## src/logic/pic_config.svh

```systemverilog
`ifndef PIC_CONFIG_SVH
`define PIC_CONFIG_SVH

// Number of interrupt request lines
`define PIC_NUM_IRQ 8

// Upper five bits of every acknowledge vector
`define PIC_VECTOR_BASE 5'b00001

// Synchronizer flops on each request line
`define PIC_SYNC_STAGES 2

`endif
```

## src/logic/pic_state_pkg.sv

```systemverilog
`default_nettype none

package pic_state_pkg;

   // Host port handshake states
   typedef enum logic [1:0] {
      // Waiting for host_req
      HP_IDLE = 2'd0,
      // Command issued, waiting for the core
      HP_EXEC = 2'd1,
      // host_ack high until host_req drops
      HP_ACK  = 2'd2
   } hp_state_e;

endpackage

`default_nettype wire

```

## src/logic/pic_cmd_pkg.sv

```systemverilog
`default_nettype none

package pic_cmd_pkg;

   // Host opcodes
   typedef enum logic [2:0] {
      // Load the mask register from the write data
      OP_WRITE_IMR = 3'd0,
      // Register reads
      OP_READ_IMR  = 3'd1,
      OP_READ_IRR  = 3'd2,
      OP_READ_ISR  = 3'd3,
      // Non-specific end of interrupt
      OP_EOI       = 3'd4,
      // Interrupt acknowledge, returns the vector
      OP_INTA      = 3'd5
   } pic_op_e;

   // Register values and vectors
   typedef logic [7:0] pic_byte_t;

endpackage

`default_nettype wire

```

## src/logic/pic_cmd_if.sv

```systemverilog
`default_nettype none

interface pic_cmd_if;
   import pic_cmd_pkg::*;

   // Single-cycle command strobe and its payload
   logic      cmd_valid;
   pic_op_e   cmd_op;
   pic_byte_t cmd_wdata;

   // Result, valid with cmd_done one cycle after cmd_valid
   pic_byte_t cmd_rdata;
   logic      cmd_done;

   modport host (
      output cmd_valid,
      output cmd_op,
      output cmd_wdata,
      input  cmd_rdata,
      input  cmd_done
   );

   modport core (
      input  cmd_valid,
      input  cmd_op,
      input  cmd_wdata,
      output cmd_rdata,
      output cmd_done
   );

endinterface

`default_nettype wire

```

## src/logic/pic_top.sv

```systemverilog
`default_nettype none
`include "pic_config.svh"

module pic_top (
   input  logic                    clk,
   input  logic                    rst_n,
   input  logic [`PIC_NUM_IRQ-1:0] ir,
   input  logic                    host_req,
   input  pic_cmd_pkg::pic_op_e    host_op,
   input  pic_cmd_pkg::pic_byte_t  host_wdata,
   output logic                    host_ack,
   output pic_cmd_pkg::pic_byte_t  host_rdata,
   output logic                    int_out
);

   // Request register and its clear from the core
   logic [`PIC_NUM_IRQ-1:0] irr;
   logic [`PIC_NUM_IRQ-1:0] irr_clear;

   // Host port to core command path
   pic_cmd_if cmd_if ();

   irq_latch latch_i (
      .clk       (clk),
      .rst_n     (rst_n),
      .ir        (ir),
      .irr_clear (irr_clear),
      .irr       (irr)
   );

   pic_core core_i (
      .clk       (clk),
      .rst_n     (rst_n),
      .irr       (irr),
      .irr_clear (irr_clear),
      .int_out   (int_out),
      .cmd       (cmd_if.core)
   );

   pic_host_port host_i (
      .clk        (clk),
      .rst_n      (rst_n),
      .host_req   (host_req),
      .host_op    (host_op),
      .host_wdata (host_wdata),
      .host_ack   (host_ack),
      .host_rdata (host_rdata),
      .cmd        (cmd_if.host)
   );

endmodule

`default_nettype wire

```

## src/logic/pic_core.sv

```systemverilog
`default_nettype none
`include "pic_config.svh"

module pic_core (
   input  logic                    clk,
   input  logic                    rst_n,
   input  logic [`PIC_NUM_IRQ-1:0] irr,
   output logic [`PIC_NUM_IRQ-1:0] irr_clear,
   output logic                    int_out,
   pic_cmd_if.core                 cmd
);
   import pic_cmd_pkg::*;

   localparam int IDX_W = $clog2(`PIC_NUM_IRQ);

   logic [`PIC_NUM_IRQ-1:0] imr;
   logic [`PIC_NUM_IRQ-1:0] isr;
   logic [`PIC_NUM_IRQ-1:0] req_unmasked;
   logic [IDX_W-1:0]        cand_idx;
   logic                    cand_valid;
   logic [IDX_W-1:0]        isr_idx;
   logic                    isr_any;
   logic                    int_pending;

   // Lowest set bit, line 0 is highest priority
   // Empty vector gives the last index
   function automatic logic [IDX_W-1:0] low_idx(input logic [`PIC_NUM_IRQ-1:0] v);
      logic [IDX_W-1:0] idx;
      idx = IDX_W'(`PIC_NUM_IRQ - 1);
      for (int i = `PIC_NUM_IRQ - 1; i >= 0; i--) begin
         if (v[i]) begin
            idx = IDX_W'(i);
         end
      end
      return idx;
   endfunction

   // Priority resolution
   always_comb begin
      req_unmasked = irr & ~imr;
      cand_valid   = |req_unmasked;
      cand_idx     = low_idx(req_unmasked);
      isr_any      = |isr;
      isr_idx      = low_idx(isr);
      // Fully nested, only a strictly higher line interrupts
      int_pending  = cand_valid && (!isr_any || cand_idx < isr_idx);
   end

   always_ff @(posedge clk or negedge rst_n) begin
      if (!rst_n) begin
         int_out <= 1'b0;
      end else begin
         int_out <= int_pending;
      end
   end

   // Register updates from host commands
   always_ff @(posedge clk or negedge rst_n) begin
      if (!rst_n) begin
         imr          <= '0;
         isr          <= '0;
         irr_clear    <= '0;
         cmd.cmd_done <= 1'b0;
      end else begin
         irr_clear    <= '0;
         cmd.cmd_done <= cmd.cmd_valid;
         if (cmd.cmd_valid) begin
            case (cmd.cmd_op)
               OP_WRITE_IMR: begin
                  imr <= cmd.cmd_wdata;
               end
               OP_EOI: begin
                  // Non-specific, retire the highest in-service line
                  if (isr_any) begin
                     isr[isr_idx] <= 1'b0;
                  end
               end
               OP_INTA: begin
                  // No candidate means spurious, nothing changes
                  if (cand_valid) begin
                     isr[cand_idx]       <= 1'b1;
                     irr_clear[cand_idx] <= 1'b1;
                  end
               end
               default: begin
               end
            endcase
         end
      end
   end

   // Result byte, taken by the host port with cmd_done
   always_ff @(posedge clk) begin
      if (cmd.cmd_valid) begin
         case (cmd.cmd_op)
            OP_READ_IMR: cmd.cmd_rdata <= imr;
            OP_READ_IRR: cmd.cmd_rdata <= irr;
            OP_READ_ISR: cmd.cmd_rdata <= isr;
            // Spurious ack falls out as index 7
            OP_INTA:     cmd.cmd_rdata <= {`PIC_VECTOR_BASE, cand_idx};
            default:     cmd.cmd_rdata <= '0;
         endcase
      end
   end

   // In-service bits only appear through an acknowledge
   a_isr_from_inta: assert property (
      @(posedge clk) disable iff (!rst_n)
      |(isr & ~$past(isr)) |-> $past(cmd.cmd_valid && cmd.cmd_op == OP_INTA)
   ) else $error("pic_core: isr gained a bit without OP_INTA");

endmodule

`default_nettype wire

```

## src/logic/pic_host_port.sv

```systemverilog
`default_nettype none

module pic_host_port (
   input  logic                   clk,
   input  logic                   rst_n,
   input  logic                   host_req,
   input  pic_cmd_pkg::pic_op_e   host_op,
   input  pic_cmd_pkg::pic_byte_t host_wdata,
   output logic                   host_ack,
   output pic_cmd_pkg::pic_byte_t host_rdata,
   pic_cmd_if.host                cmd
);
   import pic_state_pkg::*;

   hp_state_e state;

   // Handshake FSM, one command pulse per transaction
   always_ff @(posedge clk or negedge rst_n) begin
      if (!rst_n) begin
         state         <= HP_IDLE;
         host_ack      <= 1'b0;
         cmd.cmd_valid <= 1'b0;
      end else begin
         cmd.cmd_valid <= 1'b0;
         case (state)
            HP_IDLE: begin
               if (host_req) begin
                  state         <= HP_EXEC;
                  cmd.cmd_valid <= 1'b1;
               end
            end
            HP_EXEC: begin
               // Core answers one cycle after the strobe
               if (cmd.cmd_done) begin
                  state    <= HP_ACK;
                  host_ack <= 1'b1;
               end
            end
            HP_ACK: begin
               if (!host_req) begin
                  state    <= HP_IDLE;
                  host_ack <= 1'b0;
               end
            end
            default: begin
               state    <= HP_IDLE;
               host_ack <= 1'b0;
            end
         endcase
      end
   end

   // Opcode and data are stable while host_req is high
   always_ff @(posedge clk) begin
      if (state == HP_IDLE && host_req) begin
         cmd.cmd_op    <= host_op;
         cmd.cmd_wdata <= host_wdata;
      end
   end

   // Read data held for the whole ack phase
   always_ff @(posedge clk) begin
      if (state == HP_EXEC && cmd.cmd_done) begin
         host_rdata <= cmd.cmd_rdata;
      end
   end

   // A new command only starts from idle
   a_valid_from_idle: assert property (
      @(posedge clk) disable iff (!rst_n)
      $rose(cmd.cmd_valid) |-> $past(state) == HP_IDLE
   ) else $error("pic_host_port: cmd_valid rose outside HP_IDLE");

   // Four-phase rule, ack drops only after req has dropped
   a_ack_after_req: assert property (
      @(posedge clk) disable iff (!rst_n)
      $fell(host_ack) |-> !$past(host_req)
   ) else $error("pic_host_port: host_ack fell while host_req high");

endmodule

`default_nettype wire

```

## src/logic/irq_latch.sv

```systemverilog
`default_nettype none
`include "pic_config.svh"

module irq_latch (
   input  logic                    clk,
   input  logic                    rst_n,
   input  logic [`PIC_NUM_IRQ-1:0] ir,
   input  logic [`PIC_NUM_IRQ-1:0] irr_clear,
   output logic [`PIC_NUM_IRQ-1:0] irr
);

   // Synchronizer chain with stage 0 on the pins
   logic [`PIC_SYNC_STAGES-1:0][`PIC_NUM_IRQ-1:0] sync_q;

   always_ff @(posedge clk or negedge rst_n) begin
      if (!rst_n) begin
         sync_q <= '0;
      end else begin
         sync_q[0] <= ir;
         for (int i = 1; i < `PIC_SYNC_STAGES; i++) begin
            sync_q[i] <= sync_q[i-1];
         end
      end
   end

   // Level request sets the bit and a clear from the core wins
   // A line still high sets it again on the following edge
   always_ff @(posedge clk or negedge rst_n) begin
      if (!rst_n) begin
         irr <= '0;
      end else begin
         irr <= (irr | sync_q[`PIC_SYNC_STAGES-1]) & ~irr_clear;
      end
   end

   // Core clears at most one request per acknowledge
   a_clear_onehot: assert property (
      @(posedge clk) disable iff (!rst_n)
      $onehot0(irr_clear)
   ) else $error("irq_latch: irr_clear has more than one bit set");

endmodule

`default_nettype wire

```

## config.mk

```make
export PLATFORM = sky130hd
export DESIGN_NAME = pic_top
export DESIGN_NICKNAME = d
export VERILOG_FILES = /design/src/logic/pic_state_pkg.sv /design/src/logic/pic_cmd_pkg.sv /design/src/logic/pic_cmd_if.sv /design/src/logic/pic_top.sv /design/src/logic/pic_core.sv /design/src/logic/pic_host_port.sv /design/src/logic/irq_latch.sv
export VERILOG_INCLUDE_DIRS = /design/src /design/src/logic
export SDC_FILE = /design/constraint.sdc
export NUM_CORES = 1
export LEC_CHECK = 0
export ABC_CLOCK_PERIOD_IN_PS = 5050
export BUFFER_PORTS_ARGS = -buffer_cell sky130_fd_sc_hd__buf_2
export CORE_UTILIZATION = 60
export DETAILED_ROUTE_END_ITERATION = 10
export GPL_TIMING_DRIVEN = 0
export PLACE_DENSITY = 0.88
export SYNTH_ARGS = -nofsm -noshare
export SYNTH_HDL_FRONTEND = slang
export SYNTH_SLANG_ARGS = --single-unit
```

## constraint.sdc

```tcl
create_clock -name clk -period 5.05 [get_ports clk]
set_input_delay 0.7575 -clock clk [delete_from_list [all_inputs] [get_ports clk]]
set_output_delay 0.7575 -clock clk [all_outputs]
set_load 0.02 [all_outputs]
```

==> flow_metrics.tcl <==
set metrics [dict create \
    grt_util_all_layers_pct 24.5 \
    yosysUniqueCellTypes 43 \
    finalClockSkew_ps 8.20 \
    via_per_inst 5.62 \
    cts_root_buffer "clkbuf_8" \
    drive_above_1_share_pct 24.1 \
    clkSinkCount 81 \
    cts.hold.buffers_added 0 \
    fin_cells 349 \
    area_growth_pct 13.7 \
    ant_nets 0 \
    peakVddDrop_mv 0.330 \
    fp.dieH_um 74.0 \
    synth_top_area_share_pct 43.4 \
    route.detailed.drc 0 \
    start_kind "flop" \
    multiInputGateArea_sq_um 882 \
    cap_violations 0 \
    end_kind "flop" \
    dieArea_sq_mm 0.00548 \
    synth_top_area_cell "dfrtp_1" \
    gp_congestion 0.971 \
    crit_top_cell "nor4_1" \
    placed_cells 333 \
    synth.most_common_cell "dfrtp_1" \
    finalHoldViolCount 0 \
    grt_pass1_wl_um 9350 \
    wl_per_cell_um 16.2 \
    start_util_pct 64.2 \
    gr-total-overflow 0 \
    min_path_type "reg -> reg" \
    dp_hpwl_um 4030 \
    fill_cells 346 \
    path_clk_slew_ps 70 \
    status "completed" \
    vias 1963 \
    leakagePower_nw 1.49 \
    ioPinCount 32 \
    cp_max_fo 8 \
    n_antenna_cell 0 \
    maxSlewHeadroom_pct 23.3 \
    die_w_um 74.0 \
    synthFlopType "dfrtp_1" \
    tightestPinTransition_ps 1150 \
    area.sequential_sq_mm 0.00216 \
    netlist_top_cells_count "dfrtp_1, nor2_1, edfxtp_1, mux2_2, inv_1" \
    cts_tree "done" \
    antenna_found_initial 0 \
    ys_ff_latch 81 \
    cp_cell_sequence "clkbuf_2, nor4_1, inv_1, ha_1, nor4_1, a222oi_1, a21oi_1" \
    finalNetCount 301 \
    clock_path_buffers 2 \
    powerDensity_mw_per_mm2 514 \
    max_freq_mhz 458 \
    arrival_ps 2450 \
    worstSetupPathType "reg -> reg" \
    synth-edff-count 27 \
    drtIter0Drc 176 \
    utilization_pct 73.0 \
    synth_nets 259 \
    final_max_slew_viol_count 0 \
    core_area_sq_mm 0.00485 \
    syn_inst 235 \
    totalWireLength_um 5670 \
    cts_made_buffers 9 \
    setup_viol 0 \
    synthArstFlopShare_pct 66.7 \
    synth.top_cells.by_area "dfrtp_1, edfxtp_1, mux2_2, nor2_1, a22oi_1" \
    grt_pass1_vias 1924 \
    setup_tns_ps 0 \
    rsz0062_at_grt "no" \
    syn-cell-area_sq_mm 0.00311 \
    yosys_warnings 0 \
    ys_seq_area_share_pct 69.4 \
    row_count 25 \
    critPathSlowestCell "nor4_1" \
    avgSynthCellArea_sq_um 13.3 \
    io_buffers 31 \
    fin_crit_sh_pct 43.2 \
    cts_resized 0 \
    cts_setup_buffers 0 \
    finalCriticalPeriod_ps 2180 \
    clk_latency_ps 350 \
    worst_ep_required_time_ps 5320 \
    critical_path.max_stage_delay_ps 620 \
    grt_max_degree 55 \
    hold_ws_ps 342 \
    dr.pass1.iters 5 \
    htree_levels 3 \
]
-- critical path, delay by kind of cell, from the launching register on --
family	cells	cell delay (ps)
AND/OR/NAND/NOR	2	860
buffers and inverters	2	270
adder cells (fa/ha/maj)	1	240
AO/OA/AOI/OAI	2	360
flip-flops	1	370
-- area by class of cell --
class	instances	area share [%]
sequential	81	61.1
multi-input combinational	137	24.9
timing repair buffer	31	4.38
clock buffer	11	3.99
tap	67	2.37
clock inverter	5	1.27
inverter	11	1.17
buffer	6	0.813
-- cell usage in the layout (no fill, tap or decap), types with 4 or more instances in the layout --
cell type	n
dfrtp_1	54
edfxtp_1	27
o22ai_1	5
mux2_2	12
a21oi_1	9
o21ai_0	10
a22oi_1	7
buf_2	35
inv_1	11
nand2b_1	6
nand2_1	10
nor2b_1	4
clkinv_1	4
clkbuf_8	10
nor2_1	32
-- routing by layer --
layer  GRT usage [%]  up-vias  part of all wire, %
li1                -      926                    -
met4            9.40        0                  2.7
met3            8.94       17                  5.9
met2            39.8       81                   50
met5               0        -                    0
met1            30.3      939                   41
-- where the power goes --
| part | internal, mW | switching (mW) |
|---|---|---|
| Combinational | 0.182 | 0.273 |
| Clock | 0.235 | 0.209 |
| Sequential | 0.827 | 0.0925 |
| Total | 1.24 | 0.574 |
-- state kept, by name (all words and copies together) (netlist names) --
register / count
core_i.cmd.cmd_done: 1
core_i.cmd.cmd_rdata: 8
core_i.imr: 8
core_i.int_out: 1
core_i.irr_clear: 8
core_i.isr: 8
host_i.cmd.cmd_op: 3
host_i.cmd.cmd_valid: 1
host_i.cmd.cmd_wdata: 8
host_i.host_ack: 1
host_i.host_rdata: 8
host_i.state: 2
latch_i.irr: 8
latch_i.sync_q: 16
-- cells by family (layout without fill, tap and decap cells) --
kind of cell / after synthesis / after routing / share of synthesized area (%)
multiplexers: 13 / 13 / 4.66
buffers and inverters: 17 / 64 / 2.25
AND/OR/NAND/NOR: 76 / 76 / 13.3
AO/OA/AOI/OAI: 46 / 46 / 9.60
flip-flops: 81 / 81 / 69.4
adder cells (fa/ha/maj): 2 / 2 / 0.803
-- path summary, 6_finish.rpt --
path | start | end | slack [ps] | cells after the start
max | core_i.isr[0] | core_i.int_out | 2870 | 7
min in group asynchronous | rst_n | host_i.host_ack | 630 | 1
max reg2reg | core_i.isr[0] | core_i.int_out | 2870 | 7
min reg2reg | latch_i.sync_q[1] | latch_i.sync_q[9] | 340 | 0
max in group asynchronous | rst_n | latch_i.irr[3] | 3710 | 1
min | latch_i.sync_q[1] | latch_i.sync_q[9] | 340 | 0
-- metrics by stage --
stage                     setup WS, ps  total power, mW  instance area, sq um
after floorplan                   3290             1.24                  3110
after global placement            3020             1.36                  3350
after detailed placement          2960             1.38                  3350
after CTS                         2940             1.82                  3540
after global routing              2760             1.91                  3540
final                             2870             1.82                  3540
Power figures use the tool's default switching activity.
